[src/design/hmr_pkg.sv]
/*
 * HMR shared definitions
 * Core payload structs, configuration port widths and the register map
 * of the triple-modular-redundancy wrapper
 */

package hmr_pkg;

  // Configuration port
  parameter int unsigned CfgAddrWidth  = 4;
  parameter int unsigned CfgDataWidth  = 32;
  parameter int unsigned MismatchWidth = 8;

  // Cores in one TMR group, core 3g is the main core
  parameter int unsigned CoresPerGrp = 3;

  // Register map, word addresses
  parameter logic [CfgAddrWidth-1:0] RegTmrEnable    = 4'd0;
  parameter logic [CfgAddrWidth-1:0] RegMismatchBase = 4'd4;

  // Inputs fanned out to the cores
  typedef struct packed {
    logic        irq;
    logic [31:0] boot_addr;
  } all_inputs_t;

  // Core outputs voted by the main voter
  typedef struct packed {
    logic        instr_req;
    logic [31:0] instr_addr;
    logic        core_busy;
  } nominal_outputs_t;

  // Data bus outputs, voted separately
  typedef struct packed {
    logic        data_req;
    logic        data_we;
    logic [3:0]  data_be;
    logic [31:0] data_addr;
    logic [31:0] data_wdata;
  } bus_outputs_t;

endpackage

[src/design/hmr_cfg_if.sv]
/*
 * HMR configuration interface
 * Four-phase req/ack register access between the top level and the
 * register block
 */

`timescale 1ns/1ps

interface hmr_cfg_if import hmr_pkg::*; ();

  logic                    req;
  logic                    we;
  logic [CfgAddrWidth-1:0] addr;
  logic [CfgDataWidth-1:0] wdata;
  logic                    ack;
  logic [CfgDataWidth-1:0] rdata;

  modport master (
    output req, we, addr, wdata,
    input  ack, rdata
  );

  modport slave (
    input  req, we, addr, wdata,
    output ack, rdata
  );

endinterface

[src/design/hmr_tmr_voter.sv]
/*
 * Bitwise TMR majority voter
 * Votes three copies of one payload and flags which copies disagree
 */

`timescale 1ns/1ps

module hmr_tmr_voter #(
  parameter type payload_t = logic
) (
  input  payload_t   a_i,
  input  payload_t   b_i,
  input  payload_t   c_i,
  output payload_t   majority_o,
  output logic [2:0] error_cba_o,
  output logic       failure_o
);

  payload_t majority;

  // Two out of three per bit
  assign majority = (a_i & b_i) | (a_i & c_i) | (b_i & c_i);

  assign majority_o = majority;

  // Bit k flags core k
  assign error_cba_o[0] = (a_i != majority);
  assign error_cba_o[1] = (b_i != majority);
  assign error_cba_o[2] = (c_i != majority);

  // No two copies agree
  assign failure_o = (a_i != b_i) && (a_i != c_i) && (b_i != c_i);

endmodule

[src/design/hmr_tmr_group.sv]
/*
 * HMR TMR group
 * Votes the nominal and bus outputs of three cores and merges their
 * error flags, bus errors only while bus voting is enabled
 */

`timescale 1ns/1ps

module hmr_tmr_group import hmr_pkg::*; (
  input  logic                                tmr_en_i,
  input  logic                                bus_vote_en_i,
  input  nominal_outputs_t [CoresPerGrp-1:0]  nominal_i,
  input  bus_outputs_t     [CoresPerGrp-1:0]  bus_i,
  output nominal_outputs_t                    voted_nominal_o,
  output bus_outputs_t                        voted_bus_o,
  output logic [CoresPerGrp-1:0]              error_o,
  output logic                                failure_o,
  output logic [CoresPerGrp-1:0]              mismatch_o
);

  logic [CoresPerGrp-1:0] nom_error;
  logic [CoresPerGrp-1:0] bus_error;
  logic                   nom_failure;
  logic                   bus_failure;
  logic [CoresPerGrp-1:0] grp_error;

  hmr_tmr_voter #(
    .payload_t   ( nominal_outputs_t )
  ) nominal_voter_inst (
    .a_i         ( nominal_i[0]      ),
    .b_i         ( nominal_i[1]      ),
    .c_i         ( nominal_i[2]      ),
    .majority_o  ( voted_nominal_o   ),
    .error_cba_o ( nom_error         ),
    .failure_o   ( nom_failure       )
  );

  // Bus is always voted, only its flags are gated
  hmr_tmr_voter #(
    .payload_t   ( bus_outputs_t )
  ) bus_voter_inst (
    .a_i         ( bus_i[0]      ),
    .b_i         ( bus_i[1]      ),
    .c_i         ( bus_i[2]      ),
    .majority_o  ( voted_bus_o   ),
    .error_cba_o ( bus_error     ),
    .failure_o   ( bus_failure   )
  );

  // Independent groups report nothing
  assign grp_error = tmr_en_i ? (nom_error | (bus_vote_en_i ? bus_error : '0)) : '0;
  assign failure_o = tmr_en_i && (nom_failure || (bus_vote_en_i && bus_failure));

  assign error_o    = grp_error;
  assign mismatch_o = grp_error;

endmodule

[src/design/hmr_core_steer.sv]
/*
 * HMR core steering
 * Fans system inputs out to the cores and selects between voted and
 * per-core outputs on the system ports, per group mode
 */

`timescale 1ns/1ps

module hmr_core_steer import hmr_pkg::*; #(
  parameter int unsigned NumTmrGroups = 2
) (
  input  logic             [NumTmrGroups-1:0]             tmr_enable_i,
  input  all_inputs_t      [NumTmrGroups*CoresPerGrp-1:0] sys_inputs_i,
  output all_inputs_t      [NumTmrGroups*CoresPerGrp-1:0] core_inputs_o,
  input  nominal_outputs_t [NumTmrGroups*CoresPerGrp-1:0] core_nominal_i,
  input  bus_outputs_t     [NumTmrGroups*CoresPerGrp-1:0] core_bus_i,
  input  nominal_outputs_t [NumTmrGroups-1:0]             voted_nominal_i,
  input  bus_outputs_t     [NumTmrGroups-1:0]             voted_bus_i,
  output nominal_outputs_t [NumTmrGroups*CoresPerGrp-1:0] sys_nominal_o,
  output bus_outputs_t     [NumTmrGroups*CoresPerGrp-1:0] sys_bus_o
);

  localparam int unsigned NumCores = NumTmrGroups * CoresPerGrp;

  for (genvar c = 0; c < NumCores; c++) begin : gen_core
    localparam int unsigned Grp  = c / CoresPerGrp;
    localparam int unsigned Main = Grp * CoresPerGrp;

    // All three cores follow the main core's inputs in TMR mode
    assign core_inputs_o[c] = tmr_enable_i[Grp] ? sys_inputs_i[Main] : sys_inputs_i[c];

    always_comb begin
      if (!tmr_enable_i[Grp]) begin
        sys_nominal_o[c] = core_nominal_i[c];
        sys_bus_o[c]     = core_bus_i[c];
      end else if (c == Main) begin
        sys_nominal_o[c] = voted_nominal_i[Grp];
        sys_bus_o[c]     = voted_bus_i[Grp];
      end else begin
        // Secondary ports are silenced
        sys_nominal_o[c] = '0;
        sys_bus_o[c]     = '0;
      end
    end
  end

endmodule

[src/design/hmr_cfg_regs.sv]
/*
 * HMR configuration registers
 * Four-phase register slave with the per-group TMR mode bits and one
 * saturating mismatch counter per core
 */

`timescale 1ns/1ps

module hmr_cfg_regs import hmr_pkg::*; #(
  parameter int unsigned NumTmrGroups = 2
) (
  input  logic                    clk_i,
  input  logic                    rst_n_i,
  hmr_cfg_if.slave                cfg,
  input  logic [NumTmrGroups*CoresPerGrp-1:0] mismatch_i,
  output logic [NumTmrGroups-1:0] tmr_enable_o
);

  localparam int unsigned NumCores = NumTmrGroups * CoresPerGrp;

  logic                                   ack_q;
  logic [CfgDataWidth-1:0]                rdata_q;
  logic [NumTmrGroups-1:0]                tmr_en_q;
  logic [NumCores-1:0][MismatchWidth-1:0] cnt_q;

  logic                    req_start;
  logic                    wr_en;
  logic [NumCores-1:0]     cnt_sel;
  logic [CfgDataWidth-1:0] rd_data;

  // A new access is accepted only while ack is low
  assign req_start = cfg.req && !ack_q;
  assign wr_en     = req_start && cfg.we;

  // Address decode and read mux, unmapped addresses read zero
  always_comb begin
    rd_data = '0;
    for (int c = 0; c < NumCores; c++) begin
      cnt_sel[c] = (cfg.addr == RegMismatchBase + CfgAddrWidth'(c));
    end
    if (cfg.addr == RegTmrEnable) begin
      rd_data[NumTmrGroups-1:0] = tmr_en_q;
    end
    for (int c = 0; c < NumCores; c++) begin
      if (cnt_sel[c]) begin
        rd_data[MismatchWidth-1:0] = cnt_q[c];
      end
    end
  end

  // Handshake, read capture and mode register
  always_ff @(posedge clk_i) begin
    if (!rst_n_i) begin
      ack_q    <= 1'b0;
      rdata_q  <= '0;
      tmr_en_q <= '0;
    end else begin
      if (req_start) begin
        ack_q   <= 1'b1;
        rdata_q <= cfg.we ? '0 : rd_data;
        if (cfg.we && cfg.addr == RegTmrEnable) begin
          tmr_en_q <= cfg.wdata[NumTmrGroups-1:0];
        end
      end else if (!cfg.req && ack_q) begin
        ack_q <= 1'b0;
      end
    end
  end

  // Mismatch counters, a write clears and wins over an increment
  always_ff @(posedge clk_i) begin
    if (!rst_n_i) begin
      cnt_q <= '0;
    end else begin
      for (int c = 0; c < NumCores; c++) begin
        if (wr_en && cnt_sel[c]) begin
          cnt_q[c] <= '0;
        end else if (mismatch_i[c] && cnt_q[c] != '1) begin
          cnt_q[c] <= cnt_q[c] + MismatchWidth'(1);
        end
      end
    end
  end

  assign cfg.ack      = ack_q;
  assign cfg.rdata    = rdata_q;
  assign tmr_enable_o = tmr_en_q;

endmodule

[src/design/hmr_unit.sv]
/*
 * HMR unit
 * TMR wrapper for groups of three cores, with software-selected mode,
 * bitwise voting, error reporting and a register port
 */

`timescale 1ns/1ps

module hmr_unit import hmr_pkg::*; #(
  parameter int unsigned NumTmrGroups = 2
) (
  input  logic                    clk_i,
  input  logic                    rst_n_i,

  // Configuration port
  input  logic                    cfg_req_i,
  input  logic                    cfg_we_i,
  input  logic [CfgAddrWidth-1:0] cfg_addr_i,
  input  logic [CfgDataWidth-1:0] cfg_wdata_i,
  output logic                    cfg_ack_o,
  output logic [CfgDataWidth-1:0] cfg_rdata_o,

  // System side
  input  all_inputs_t      [NumTmrGroups*CoresPerGrp-1:0] sys_inputs_i,
  output nominal_outputs_t [NumTmrGroups*CoresPerGrp-1:0] sys_nominal_outputs_o,
  output bus_outputs_t     [NumTmrGroups*CoresPerGrp-1:0] sys_bus_outputs_o,
  input  logic             [NumTmrGroups-1:0]             enable_bus_vote_i,

  // Core side
  output all_inputs_t      [NumTmrGroups*CoresPerGrp-1:0] core_inputs_o,
  input  nominal_outputs_t [NumTmrGroups*CoresPerGrp-1:0] core_nominal_outputs_i,
  input  bus_outputs_t     [NumTmrGroups*CoresPerGrp-1:0] core_bus_outputs_i,

  output logic [NumTmrGroups*CoresPerGrp-1:0] tmr_error_o,
  output logic [NumTmrGroups-1:0]             tmr_failure_o
);

  localparam int unsigned NumCores = NumTmrGroups * CoresPerGrp;

  logic             [NumTmrGroups-1:0] tmr_enable;
  logic             [NumCores-1:0]     mismatch;
  nominal_outputs_t [NumTmrGroups-1:0] voted_nominal;
  bus_outputs_t     [NumTmrGroups-1:0] voted_bus;

  hmr_cfg_if cfg_bus ();

  assign cfg_bus.req   = cfg_req_i;
  assign cfg_bus.we    = cfg_we_i;
  assign cfg_bus.addr  = cfg_addr_i;
  assign cfg_bus.wdata = cfg_wdata_i;
  assign cfg_ack_o     = cfg_bus.ack;
  assign cfg_rdata_o   = cfg_bus.rdata;

  hmr_cfg_regs #(
    .NumTmrGroups ( NumTmrGroups )
  ) cfg_regs_inst (
    .clk_i        ( clk_i      ),
    .rst_n_i      ( rst_n_i    ),
    .cfg          ( cfg_bus    ),
    .mismatch_i   ( mismatch   ),
    .tmr_enable_o ( tmr_enable )
  );

  for (genvar g = 0; g < NumTmrGroups; g++) begin : gen_group
    hmr_tmr_group tmr_group_inst (
      .tmr_en_i        ( tmr_enable[g]                                   ),
      .bus_vote_en_i   ( enable_bus_vote_i[g]                            ),
      .nominal_i       ( core_nominal_outputs_i[g*CoresPerGrp +: CoresPerGrp] ),
      .bus_i           ( core_bus_outputs_i[g*CoresPerGrp +: CoresPerGrp]     ),
      .voted_nominal_o ( voted_nominal[g]                                ),
      .voted_bus_o     ( voted_bus[g]                                    ),
      .error_o         ( tmr_error_o[g*CoresPerGrp +: CoresPerGrp]       ),
      .failure_o       ( tmr_failure_o[g]                                ),
      .mismatch_o      ( mismatch[g*CoresPerGrp +: CoresPerGrp]          )
    );
  end

  hmr_core_steer #(
    .NumTmrGroups    ( NumTmrGroups )
  ) core_steer_inst (
    .tmr_enable_i    ( tmr_enable             ),
    .sys_inputs_i    ( sys_inputs_i           ),
    .core_inputs_o   ( core_inputs_o          ),
    .core_nominal_i  ( core_nominal_outputs_i ),
    .core_bus_i      ( core_bus_outputs_i     ),
    .voted_nominal_i ( voted_nominal          ),
    .voted_bus_i     ( voted_bus              ),
    .sys_nominal_o   ( sys_nominal_outputs_o  ),
    .sys_bus_o       ( sys_bus_outputs_o      )
  );

endmodule

[config.mk]
export PLATFORM = sky130hd
export DESIGN_NAME = hmr_unit
export DESIGN_NICKNAME = d
export VERILOG_FILES = /design/src/design/hmr_pkg.sv /design/src/design/hmr_cfg_if.sv /design/src/design/hmr_tmr_voter.sv /design/src/design/hmr_tmr_group.sv /design/src/design/hmr_core_steer.sv /design/src/design/hmr_cfg_regs.sv /design/src/design/hmr_unit.sv
export SDC_FILE = /design/constraint.sdc
export NUM_CORES = 2
export LEC_CHECK = 0
export ABC_AREA = 1
export BUFFER_PORTS_ARGS = -buffer_cell sky130_fd_sc_hd__buf_2
export CORE_AREA = 2 2 671 673
export DETAILED_ROUTE_END_ITERATION = 10
export DIE_AREA = 0 0 673 675
export GPL_ROUTABILITY_DRIVEN = 0
export SLEW_MARGIN = 20
export SYNTH_ARGS = -nofsm -noshare
export SYNTH_HDL_FRONTEND = slang
export SYNTH_SLANG_ARGS = --single-unit
[constraint.sdc]
create_clock -name clk_i -period 3.05 [get_ports clk_i]
set_clock_uncertainty 0.15 [all_clocks]
set_input_delay 0.305 -clock clk_i [delete_from_list [all_inputs] [get_ports clk_i]]
set_output_delay 0.305 -clock clk_i [all_outputs]
set_load 0.02 [all_outputs]
==> flow_summary.toml <==
[yosys]
ys_seq_area_share_pct = 3.65
synth_edf_count = 0
yosysWarningCount = 0
synth_fa_ha_area_share_pct = 24.4
synth_top_family_by_area = "simple AND/OR/NAND/NOR gates"
synthSimpleGateAreaFrac_pct = 43.6
mappedNetlistArea_um2 = 32300
synthMuxAreaShare_pct = 0
syn_avg_cell_area_um2 = 5.60
ys_async_sr_fraction_pct = 0
synth_xor_area_share_pct = 7.64
syn_inst = 5777
synth_cell_type_count = 37
synth_compound_area_share_pct = 6.25
ys_seq_elements = 59
ys.flop_type = "dfxtp_1"

[worst_setup_path]
r2r_cells = 6
worstSetupPathType = "input pin to output port"
worstSetupStartpointType = "input pin"
r2r_start = "cfg_regs_inst.tmr_enable_o[1]"
cpMostUsedCell = "nor2_1"
arrival_ps = 2620
ff2ff_setup_slack_ps = 790
critPathMaxFanout = 4
cpPeakStageDelay_ps = 540
worstPathRequired_ps = 2590
crit_chain = "buf_2, ha_1, nor4_1, nand4_1, nor2_1, buf_4, nand4_1, nand2_1, nor2_1, a21oi_1, nor2_1, buf_2"
cpMaxStageDelayCell = "nor4_1"
startpoint = "core_bus_outputs_i[177]"
end_kind = "output port"
r2r_end = "cfg_regs_inst.cnt_q[38]"

[final_layout]
syn_to_final_growth_pct = 59.6
seq_area_um2 = 1190
final_cell_mix = "1634 x buf_2, 1520 x nand2_1, 933 x inv_1"
drive_gt1_share_pct = 29.7
multiInputGateArea_um2 = 27000
nets = 9065
mostFrequentLayoutCell = "buf_2"
fillCellCount = 52700

[hold_path]
hold_depth = 3
min_from = "cfg_wdata_i[0]"
hold_path.class = "input pin to flop"
holdPathEnd = "cfg_regs_inst.tmr_enable_o[0]"

[clocking]
clock_latency_ps = 350
cts.sinks = 59
clkTransAtPathRegs_ps = 60
numCtsBuffers = 9
hold_buffers = 0
htree_levels = 3
clk_path_buf_depth = 2
root_buffer = "clkbuf_16"
cts_tree = "built"

[power]
clockPowerShare_pct = 8.7
p_leak_nw = 27.2
p_sw_mw = 7.37
peakVddDrop_mv = 0.240
internal_power_mw = 4.07
swShare_pct = 64.4
pwr-share-comb_pct = 84.5
power_frac_seq_pct = 6.9
p_per_area_nw_per_um2 = 222
power_mw = 11.4

[floorplan]
die-width_um = 673
die_h_um = 675
initial_utilization_pct = 7.23
die_area_um2 = 454000
row_count = 246
ioPinCount = 1727
core_um2 = 447000

[sta]
fmax_ghz = 0.326
period_needed_ps = 3070
worst_pin_slew_ps = 1180
post-route-period-util_pct = 101
finalSetupViolCount = 1
holdWs_ps = 129
timing.final.max_slew_violations = 0
fin_ws_ps = -21.1
hold_viol_final = 0
max_slew_margin_pct = 21.1

[global_route]
antenna_found_initial = 365
grt_pass1_vias = 45100
grt_overflow = 0
grt_usage_pct = 19.2
grt_max_degree = 86
grt_pass1_wl_um = 545000

[routing]
routed_wl_um = 459000
drt-met1-wl_um = 136000
first_pass_iters = 11
met2_length_um = 217000
wire_per_inst_um = 33.5
wl_met3_um = 52200
drc = 11
drtIter0Drc = 5919
vias = 51100
ant_nets = 0
vias_per_cell = 3.73
top_layer_used = "met5"

[run_status]
violations = "design-rule violations, negative setup slack"
status = "finished with violations"

[place]
hpwlAfterDp_um = 420000
io_buffers = 1672

[flow_run]
maxCapViolations = 0
## power groups by stage
stage                     Clock (mW)  Combinational [mW]  Sequential, mW
after detailed placement           0                9.29           0.801
after global routing            1.05                10.1           0.785
after global placement             0                9.26           0.801
after CTS                       1.03                9.35           0.784
final                          0.994                9.66           0.784
after floorplan                    0                3.78           0.801
## timing repair
action	CTS	global route
pin swaps	1	15
buffers inserted	0	1
resized for setup	15	75
endpoints found under the setup margin	5	8
## per-layer routing
metal,GRT usage [%],up-vias
met5,1.65,-
met4,18.7,156
met3,8.42,1516
met2,32.4,3951
met1,16.9,23200
li1,-,22200
## stage by stage
step           TNS [ps]  instance area [µm²]  utilization [%]  cells  worst slack, ps
2_1_floorplan         0                32400                -   5800              979
3_3_place_gp      -2720                50500             11.3  13500             -260
3_5_place_dp      -1640                50500             11.3  13500             -268
4_1_cts           -26.3                50900             11.4  13500            -26.3
5_1_grt           -54.4                51400             11.5  13600            -45.3
6_report          -21.1                51600             11.5  13700            -21.1
## cell usage after synthesis (7+ instances only)
library cell / count / area share, %
nand3_1: 329 / 5.1
nand4_1: 150 / 2.9
buf_2: 7 / 0.11
o21ai_0: 214 / 3.3
o21ai_1: 8 / 0.12
nor4_1: 153 / 3.0
ha_1: 631 / 24
inv_1: 934 / 11
a21oi_1: 65 / 1.0
xor2_1: 272 / 7.4
nor2_2: 99 / 1.9
nor2_1: 895 / 10
nand2_1: 1535 / 18
a31oi_1: 29 / 0.56
o22ai_1: 35 / 0.68
nand2_2: 69 / 1.3
clkbuf_1: 109 / 1.3
o211ai_1: 12 / 0.28
dfxtp_1: 59 / 3.7
nor3_1: 28 / 0.43
xnor2_1: 10 / 0.27
buf_4: 92 / 2.1
## state kept, by name, summed over array words and instances (netlist names)
| name | cells |
|---|---|
| cfg_regs_inst.cnt_q | 48 |
| cfg_regs_inst.cfg.rdata | 8 |
| cfg_regs_inst.tmr_enable_o | 2 |
| cfg_regs_inst.cfg.ack | 1 |
## cell type report
class,instances,area share [%]
Tap cell,5952,14.4
Clock inverter,7,0.119
Sequential cell,59,2.30
Clock buffer,9,0.436
Antenna cell,173,0.839
Inverter,938,6.83
Multi-Input combinational cell,4589,52.3
Timing Repair Buffer,1973,22.8
## worst max-delay path, delay by kind of cell
kind | cells | cell delay [ps]
compound gates | 1 | 120
buf+inv | 3 | 580
fa+ha+maj | 1 | 280
simple gates | 7 | 1330
## worst max path at each step
stage	to	slack (ps)	cells past startpoint
final	tmr_failure_o[0]	-20	12
after global routing	tmr_failure_o[1]	-50	10
after CTS	tmr_failure_o[1]	-30	14
after detailed placement	tmr_failure_o[1]	-270	14
after global placement	tmr_failure_o[0]	-260	12
after floorplan	tmr_failure_o[0]	980	7
## cells by family after synthesis
family	count (synthesis)
AND/OR/NAND/NOR	3278
other	1
AO/OA/AOI/OAI	374
flip-flops	59
buffers and inverters	1152
adder cells (fa/ha/maj)	631
XOR/XNOR	282
(Power assumes the default switching activity.)
